File: config.mk
export PLATFORM = sky130hd
export DESIGN_NAME = wb_resize_bridge
export DESIGN_NICKNAME = d
export VERILOG_FILES = /design/src/wb_resize_pkg.sv /design/src/wb_lane_sequencer.sv /design/src/wb_lane_counter.sv /design/src/wb_lane_datapath.sv /design/src/wb_byte_ram.sv /design/src/wb_resize_bridge.sv
export SDC_FILE = /design/constraint.sdc
export NUM_CORES = 1
export LEC_CHECK = 0
export ABC_CLOCK_PERIOD_IN_PS = 11800
export BUFFER_PORTS_ARGS = -buffer_cell sky130_fd_sc_hd__buf_2
export CAP_MARGIN = 5
export CORE_UTILIZATION = 60
export CTS_BUF_LIST = sky130_fd_sc_hd__clkbuf_4
export CTS_CLUSTER_DIAMETER = 50
export DETAILED_ROUTE_END_ITERATION = 7
export PLACE_DENSITY = 0.84
export SETUP_SLACK_MARGIN = 0.05
export SLEW_MARGIN = 20
export SYNTH_ARGS = -nofsm -noshare
export SYNTH_HDL_FRONTEND = slang
export SYNTH_SLANG_ARGS = --single-unit
export TNS_END_PERCENT = 1
File: constraint.sdc
create_clock -name clk_i -period 11.8 [get_ports clk_i]
set_input_delay 3.54 -clock clk_i [delete_from_list [all_inputs] [get_ports clk_i]]
set_output_delay 3.54 -clock clk_i [all_outputs]
set_load 0.05 [all_outputs]
File: src/wb_resize_pkg.sv
// Shared widths, word types and lane helper for the 32-to-8 bit Wishbone bridge
package wb_resize_pkg;

  ////////////////////////////////////////////////////////////
  // Bus geometry
  ////////////////////////////////////////////////////////////

  localparam int AW     = 32;             // Address width
  localparam int MDW    = 32;             // Master data width
  localparam int SDW    = 8;              // Slave data width
  localparam int LANES  = MDW / SDW;      // Byte lanes per master word
  localparam int LANE_W = $clog2(LANES);  // Bits to name one lane

  ////////////////////////////////////////////////////////////
  // Word types
  ////////////////////////////////////////////////////////////

  typedef logic [AW-1:0]     adr_t;   // Bus address
  typedef logic [MDW-1:0]    mdat_t;  // Master data word
  typedef logic [SDW-1:0]    sdat_t;  // Slave data byte
  typedef logic [LANES-1:0]  sel_t;   // Master byte select
  typedef logic [LANE_W-1:0] lane_t;  // Lane index, MSB lane is 3

  // Big-endian mapping: lane 3 sits at byte offset 0
  function automatic lane_t lane_offset(lane_t lane);
    lane_t offset;
    offset = lane_t'(LANES - 1 - int'(lane));
    return offset;
  endfunction

endpackage

File: src/wb_lane_sequencer.sv
// FSM that turns one 32-bit master access into narrow slave cycles, one per selected lane
module wb_lane_sequencer (
  input  logic clk_i,
  input  logic rst_i,
  // Master request
  input  logic wbm_cyc_i,
  input  logic wbm_stb_i,
  // Lane counter status
  input  logic any_i,      // Lanes still pending
  input  logic last_i,     // Current lane is the final one
  // Slave response
  input  logic wbs_ack_i,
  input  logic wbs_err_i,
  // Control to counter and datapath
  output logic start_o,
  output logic advance_o,
  // Slave request
  output logic wbs_cyc_o,
  output logic wbs_stb_o,
  // Master response
  output logic wbm_ack_o,
  output logic wbm_err_o
);

  ////////////////////////////////////////////////////////////
  // State encoding
  ////////////////////////////////////////////////////////////

  typedef enum logic [2:0] {
    IDLE,     // Waiting for a master request
    ACCEPT,   // Mask loaded, first narrow cycle may start
    ISSUE,    // Slave stb held until ack or err
    GAP,      // One idle cycle between lanes
    RESPOND   // One-cycle ack or err to master
  } state_e;

  state_e state_q, state_d;
  logic   err_q, err_d;       // Sticky error for this access

  ////////////////////////////////////////////////////////////
  // Next state
  ////////////////////////////////////////////////////////////

  always_comb begin
    state_d = state_q;
    err_d   = err_q;
    case (state_q)
      IDLE: begin
        if (wbm_cyc_i && wbm_stb_i) begin
          state_d = ACCEPT;
          err_d   = 1'b0;                 // Fresh access
        end
      end
      ACCEPT: begin
        // Empty select skips the slave entirely
        state_d = any_i ? ISSUE : RESPOND;
      end
      ISSUE: begin
        if (wbs_err_i) begin
          state_d = RESPOND;              // Abort remaining lanes
          err_d   = 1'b1;
        end else if (wbs_ack_i) begin
          state_d = last_i ? RESPOND : GAP;
        end
      end
      GAP:     state_d = ISSUE;           // Counter has moved on by now
      RESPOND: state_d = IDLE;            // Master drops stb after this
      default: state_d = IDLE;
    endcase
  end

  always_ff @(posedge clk_i) begin
    if (rst_i) begin
      state_q <= IDLE;
      err_q   <= 1'b0;
    end else begin
      state_q <= state_d;
      err_q   <= err_d;
    end
  end

  ////////////////////////////////////////////////////////////
  // Outputs
  ////////////////////////////////////////////////////////////

  assign start_o   = (state_q == IDLE) && wbm_cyc_i && wbm_stb_i;
  assign advance_o = (state_q == ISSUE) && wbs_ack_i;   // One step per slave ack

  // Stb rises in ACCEPT so the first lane starts right after acceptance
  assign wbs_stb_o = (state_q == ISSUE) || ((state_q == ACCEPT) && any_i);
  assign wbs_cyc_o = wbs_stb_o;                         // Single cycles only

  assign wbm_ack_o = (state_q == RESPOND) && !err_q;
  assign wbm_err_o = (state_q == RESPOND) && err_q;

endmodule

File: src/wb_lane_counter.sv
// Tracks the lanes still to be transferred and names the current and final lane
module wb_lane_counter (
  input  logic                 clk_i,
  input  logic                 rst_i,
  input  logic                 start_i,    // Load select mask
  input  logic                 advance_i,  // Current lane done
  input  wb_resize_pkg::sel_t  sel_i,
  output wb_resize_pkg::lane_t lane_o,     // Highest pending lane
  output logic                 any_o,      // At least one lane left
  output logic                 last_o      // Exactly one lane left
);

  import wb_resize_pkg::*;

  sel_t mask_q;   // Pending lanes, one bit each

  ////////////////////////////////////////////////////////////
  // Mask register
  ////////////////////////////////////////////////////////////

  always_ff @(posedge clk_i) begin
    if (rst_i) begin
      mask_q <= '0;
    end else if (start_i) begin
      mask_q <= sel_i;
    end else if (advance_i) begin
      mask_q[lane_o] <= 1'b0;             // Retire the lane just served
    end
  end

  ////////////////////////////////////////////////////////////
  // Priority encoder, lane 3 first
  ////////////////////////////////////////////////////////////

  always_comb begin
    lane_o = '0;
    for (int i = 0; i < LANES; i++) begin
      if (mask_q[i]) lane_o = lane_t'(i); // Later hit wins, so highest lane
    end
  end

  assign any_o = |mask_q;

  // Clearing the lowest set bit leaves zero only for a single bit
  assign last_o = any_o && ((mask_q & (mask_q - sel_t'(1))) == '0);

endmodule

File: src/wb_lane_datapath.sv
// Narrow address and write byte per lane, plus assembly of the 32-bit read word
module wb_lane_datapath (
  input  logic                 clk_i,
  input  logic                 rst_i,
  input  logic                 start_i,    // New access, clear read word
  input  logic                 advance_i,  // Slave byte valid for lane_i
  input  wb_resize_pkg::lane_t lane_i,
  // Master side
  input  wb_resize_pkg::adr_t  wbm_adr_i,
  input  wb_resize_pkg::mdat_t wbm_dat_i,
  output wb_resize_pkg::mdat_t wbm_dat_o,
  // Slave side
  input  wb_resize_pkg::sdat_t wbs_dat_i,
  output wb_resize_pkg::adr_t  wbs_adr_o,
  output wb_resize_pkg::sdat_t wbs_dat_o
);

  import wb_resize_pkg::*;

  mdat_t rdata_q;   // Read word under assembly
  lane_t offset;    // Byte offset of current lane

  ////////////////////////////////////////////////////////////
  // Slave address
  ////////////////////////////////////////////////////////////

  // Word part passes through, low bits pick the byte
  assign offset    = lane_offset(lane_i);
  assign wbs_adr_o = {wbm_adr_i[AW-1:LANE_W], offset};

  ////////////////////////////////////////////////////////////
  // Write byte select
  ////////////////////////////////////////////////////////////

  always_comb begin
    case (lane_i)
      lane_t'(3): wbs_dat_o = wbm_dat_i[31:24];   // MSB to offset 0
      lane_t'(2): wbs_dat_o = wbm_dat_i[23:16];
      lane_t'(1): wbs_dat_o = wbm_dat_i[15:8];
      default:    wbs_dat_o = wbm_dat_i[7:0];     // LSB to offset 3
    endcase
  end

  ////////////////////////////////////////////////////////////
  // Read word assembly
  ////////////////////////////////////////////////////////////

  // Unselected lanes keep the zero from start_i
  always_ff @(posedge clk_i) begin
    if (rst_i || start_i) begin
      rdata_q <= '0;
    end else if (advance_i) begin
      rdata_q[lane_i*SDW +: SDW] <= wbs_dat_i;    // Drop byte into its lane
    end
  end

  assign wbm_dat_o = rdata_q;   // Stable through the master ack cycle

endmodule

File: src/wb_byte_ram.sv
// Byte-wide Wishbone slave memory with fixed wait states and an out-of-range error
module wb_byte_ram #(
  parameter int DEPTH       = 64,  // Size in bytes
  parameter int WAIT_CYCLES = 1    // Extra cycles before ack
) (
  input  logic                 clk_i,
  input  logic                 rst_i,
  input  logic                 cyc_i,
  input  logic                 stb_i,
  input  logic                 we_i,
  input  wb_resize_pkg::adr_t  adr_i,
  input  wb_resize_pkg::sdat_t dat_i,
  output wb_resize_pkg::sdat_t dat_o,
  output logic                 ack_o,
  output logic                 err_o
);

  import wb_resize_pkg::*;

  localparam int IW = (DEPTH > 1) ? $clog2(DEPTH) : 1;             // Index width
  localparam int CW = (WAIT_CYCLES > 0) ? $clog2(WAIT_CYCLES + 1) : 1;

  sdat_t         mem [DEPTH];
  logic [CW-1:0] wait_q;       // Cycles of stb seen so far
  logic          req;          // Live request, not yet answered
  logic          done;         // Wait over, respond next edge
  logic          in_range;

  assign req      = cyc_i && stb_i && !ack_o && !err_o;
  assign done     = req && (wait_q == CW'(WAIT_CYCLES));
  assign in_range = adr_i < adr_t'(DEPTH);

  ////////////////////////////////////////////////////////////
  // Wait timer and response
  ////////////////////////////////////////////////////////////

  always_ff @(posedge clk_i) begin
    if (rst_i) begin
      wait_q <= '0;
      ack_o  <= 1'b0;
      err_o  <= 1'b0;
    end else begin
      ack_o <= done && in_range;        // One-cycle pulses
      err_o <= done && !in_range;
      if (done || !req) begin
        wait_q <= '0;                   // Rearm for the next stb
      end else begin
        wait_q <= wait_q + CW'(1);
      end
    end
  end

  ////////////////////////////////////////////////////////////
  // Storage
  ////////////////////////////////////////////////////////////

  // Out-of-range access never touches the array
  always_ff @(posedge clk_i) begin
    if (done && in_range) begin
      if (we_i) mem[adr_i[IW-1:0]] <= dat_i;
      dat_o <= we_i ? dat_i : mem[adr_i[IW-1:0]];   // Echo on write
    end
  end

endmodule

File: src/wb_resize_bridge.sv
// Top level of the 32-bit master to 8-bit slave bridge with its byte RAM behind it
module wb_resize_bridge (
  input  logic                 clk_i,
  input  logic                 rst_i,
  // 32-bit Wishbone master port
  input  wb_resize_pkg::adr_t  wbm_adr_i,
  input  wb_resize_pkg::mdat_t wbm_dat_i,
  input  wb_resize_pkg::sel_t  wbm_sel_i,
  input  logic                 wbm_we_i,
  input  logic                 wbm_cyc_i,
  input  logic                 wbm_stb_i,
  output wb_resize_pkg::mdat_t wbm_dat_o,
  output logic                 wbm_ack_o,
  output logic                 wbm_err_o
);

  import wb_resize_pkg::*;

  ////////////////////////////////////////////////////////////
  // Internal nets
  ////////////////////////////////////////////////////////////

  // Narrow slave bus
  adr_t  wbs_adr;
  sdat_t wbs_dat;     // Write byte
  sdat_t wbs_dat_r;   // Read byte
  logic  wbs_we;
  logic  wbs_cyc;
  logic  wbs_stb;
  logic  wbs_ack;
  logic  wbs_err;

  // Lane control
  logic  start;
  logic  advance;
  lane_t lane;
  logic  lane_any;
  logic  lane_last;

  assign wbs_we = wbm_we_i;   // Direction held by master for whole access

  ////////////////////////////////////////////////////////////
  // Instances
  ////////////////////////////////////////////////////////////

  wb_lane_sequencer u_sequencer (
    .clk_i     (clk_i),
    .rst_i     (rst_i),
    .wbm_cyc_i (wbm_cyc_i),
    .wbm_stb_i (wbm_stb_i),
    .any_i     (lane_any),
    .last_i    (lane_last),
    .wbs_ack_i (wbs_ack),
    .wbs_err_i (wbs_err),
    .start_o   (start),
    .advance_o (advance),
    .wbs_cyc_o (wbs_cyc),
    .wbs_stb_o (wbs_stb),
    .wbm_ack_o (wbm_ack_o),
    .wbm_err_o (wbm_err_o)
  );

  wb_lane_counter u_counter (
    .clk_i     (clk_i),
    .rst_i     (rst_i),
    .start_i   (start),
    .advance_i (advance),
    .sel_i     (wbm_sel_i),
    .lane_o    (lane),
    .any_o     (lane_any),
    .last_o    (lane_last)
  );

  wb_lane_datapath u_datapath (
    .clk_i     (clk_i),
    .rst_i     (rst_i),
    .start_i   (start),
    .advance_i (advance),
    .lane_i    (lane),
    .wbm_adr_i (wbm_adr_i),
    .wbm_dat_i (wbm_dat_i),
    .wbm_dat_o (wbm_dat_o),
    .wbs_dat_i (wbs_dat_r),
    .wbs_adr_o (wbs_adr),
    .wbs_dat_o (wbs_dat)
  );

  wb_byte_ram u_ram (
    .clk_i (clk_i),
    .rst_i (rst_i),
    .cyc_i (wbs_cyc),
    .stb_i (wbs_stb),
    .we_i  (wbs_we),
    .adr_i (wbs_adr),
    .dat_i (wbs_dat),
    .dat_o (wbs_dat_r),
    .ack_o (wbs_ack),
    .err_o (wbs_err)
  );

endmodule

==> results.cfg <==
[critical_path]
worstPathMaxFanout = 55
critPathKind = primary input to flop
worstPathArrival_ns = 7.27
required_ns = 12.36
end_kind = flop
startpoint_type = primary input

[yosys]
synth.area.mux_share_pct = 7.06
postSynthRegisterBits = 563
syn_area_mm2 = 0.0230
synthCells = 1540
avgSynthCellArea_um2 = 14.9
synthSimpleGateAreaFrac_pct = 8.57
synth_most_common_cell = edfxtp_1
synth_top_family_by_area = compound AO/OA/AOI/OAI gates
synth_xor_area_share_pct = 0.0762
async_reset_ff_share_pct = 0
synth_edf_count = 520
synthTopCellsByArea = edfxtp_1 68%, mux2i_1 5.0%, dfxtp_1 3.7%
synth_top_cell_area_share_pct = 67.9
yosys_warnings = 0
synthAdderAreaFrac_pct = 0.326
ys_seq_area_share_pct = 71.6
ys_top_cells_by_count = 520 x edfxtp_1, 115 x mux2i_1, 103 x nor2_1, 84 x a21oi_1, 78 x nand2_1
synth_compound_area_share_pct = 9.84
synth_top_cell_by_area = edfxtp_1
ys_types = 80
syn_nets = 1619
synth-main-ff-cell = edfxtp_1

[floorplanning]
die_y_um = 198
fp-row-count = 71
io_pins = 107
die-width_um = 198
start_util_pct = 61.1
coreArea_mm2 = 0.0377
die_area_mm2 = 0.0391

[timing]
slew_headroom_pct = 26.0
max_freq_ghz = 0.149
skew_ns = 0.0615
post-route-min-period_ns = 6.71
tightest_slew_ns = 1.08
rsz0062_at_grt = no
fin_crit_sh_pct = 56.8
drv_slew = 0
final.setup.tns_ns = 0
hold_violations = 0
setup_viol = 0
fin_hold_ws_ns = 0.445

[layout]
drive_above_1_share_pct = 23.6
stdcell_count = 2332
nNetsFinal = 1797
synthToLayoutAreaGrowth_pct = 12.2
design_area_mm2 = 0.0258

[global_routing]
grt_pass1_vias = 15056
grt_max_degree = 66
track_usage_pct = 32.4
grt_pass1_wl_mm = 90.9
globalRouteOverflowTotal = 0
antenna_found_initial = 2

[clocking]
clock_path_buffers = 3
cts-resized-gates = 0
cts.sinks = 563
cts_tree = built
cts_max_level = 4
cts_setup_buffers = 0
worstSkewPairLatency_ns = 0.88
path_clk_slew_ns = 0.07
holdBufCountCts = 0
cts_buffers = 142
cts-root-buf = clkbuf_4

[placement]
gp_congestion = 0.965
place_area_mm2 = 0.0240
dp_cells = 2085
hpwl_mm = 36.6
port_buffers = 104

[route]
wl_mm = 62.6
drtIter0Drc = 2305
wl_per_cell_um = 26.9
drtPass1Iterations = 7
ant_nets = 0
drcViolationCount = 0
viasPerCell = 6.62
vias = 15449

[job]
maxCapViolations = 0

[power_and_ir_drop]
p_per_area_mw_per_mm2 = 164
p_leak_nw = 8.73
ir_worst_vdd_mv = 0.128

[outcome]
status = complete, no violations

[worst_hold_path]
hold_class = flop to flop
logic make-up (layout without fill, tap and decap cells):
group,count (synthesis),after routing
muxes,149,149
adders and majority gates,6,6
and+or+nand+nor,379,379
buffers and inverters,119,399
AOI/OAI and AO/OA,322,322
DFF,563,563
xor gates and xnor gates,2,2
other,0,1
area by class of cell:
type,count,area [um2]
Multi-Input combinational cell,858,6070
Tap cell,511,639
Inverter,22,82.6
Fill cell,2509,11900
Sequential cell,563,16500
Antenna cell,1,2.50
Clock buffer,208,1560
Clock inverter,38,236
Timing Repair Buffer,131,729
final timing paths:
check                                   endpoint  slack [ns]  cells after the start           startpoint
worst min-delay path                u_ram.wait_q        0.45                      1         u_ram.wait_q
worst min register to register      u_ram.wait_q        0.45                      1         u_ram.wait_q
worst max-delay path              u_ram.dat_o[4]        5.09                      9         wbm_adr_i[2]
worst max register to register  u_ram.mem[30][6]        7.10                      7  u_counter.mask_q[3]
where the power goes:
group,total [mW],switching (mW),internal (mW)
registers,2.25,0.0115,2.23
logic,0.331,0.243,0.0877
clock network,1.64,0.773,0.872
per-layer routing:
metal | vias up | global-route usage (%) | part of all wire [%]
met4 | 2 | 17.2 | 4.9
met2 | 1369 | 50.2 | 46
met5 | - | 0 | 0.021
met1 | 7328 | 40.5 | 34
li1 | 6507 | - | -
met3 | 243 | 11.3 | 15
registers in the layout (all words and copies together), names as in the netlist:
register              flops
u_ram.mem               512
u_ram.ack_o               1
u_sequencer.state_q       3
u_datapath.wbm_dat_o     32
u_ram.dat_o               8
u_ram.wait_q              1
u_counter.mask_q          4
u_ram.err_o               1
u_sequencer.err_q         1
worst max-delay path, cell delays in order:
cell and delay, ns:
buf_6 0.41, buf_4 0.50, buf_4 0.74, mux2_2 0.41, a222oi_1 0.49, a21o_1 0.21
nand4_1 0.12, nor4b_1 0.53, a21oi_1 0.21
metrics by stage:
step	utilization [%]	power, mW	worst slack (ns)
after floorplan	-	2.47	5.78
after global placement	63.7	2.59	4.43
after detailed placement	63.7	2.60	4.38
after CTS	68.5	4.21	5.27
after global routing	68.5	4.33	5.04
final	68.5	4.22	5.09
cells in the final DEF, fill, tap and decap left out, types with 13 or more instances in the layout:
| cell | count |
|---|---|
| nand3_1 | 50 |
| buf_2 | 103 |
| inv_1 | 21 |
| nor2_1 | 102 |
| a221oi_1 | 20 |
| a31oi_1 | 13 |
| nand2_1 | 78 |
| o2bb2ai_1 | 18 |
| mux2i_1 | 107 |
| edfxtp_1 | 520 |
| o21ai_0 | 34 |
| a222oi_1 | 13 |
| buf_4 | 27 |
| nor3_1 | 13 |
| clkbuf_4 | 208 |
| o22ai_1 | 20 |
| a22oi_1 | 21 |
| dfxtp_1 | 40 |
| clkinv_1 | 27 |
| and2_1 | 19 |
| mux2_2 | 26 |
| a21oi_1 | 84 |
Power figures use the tool's default switching activity.
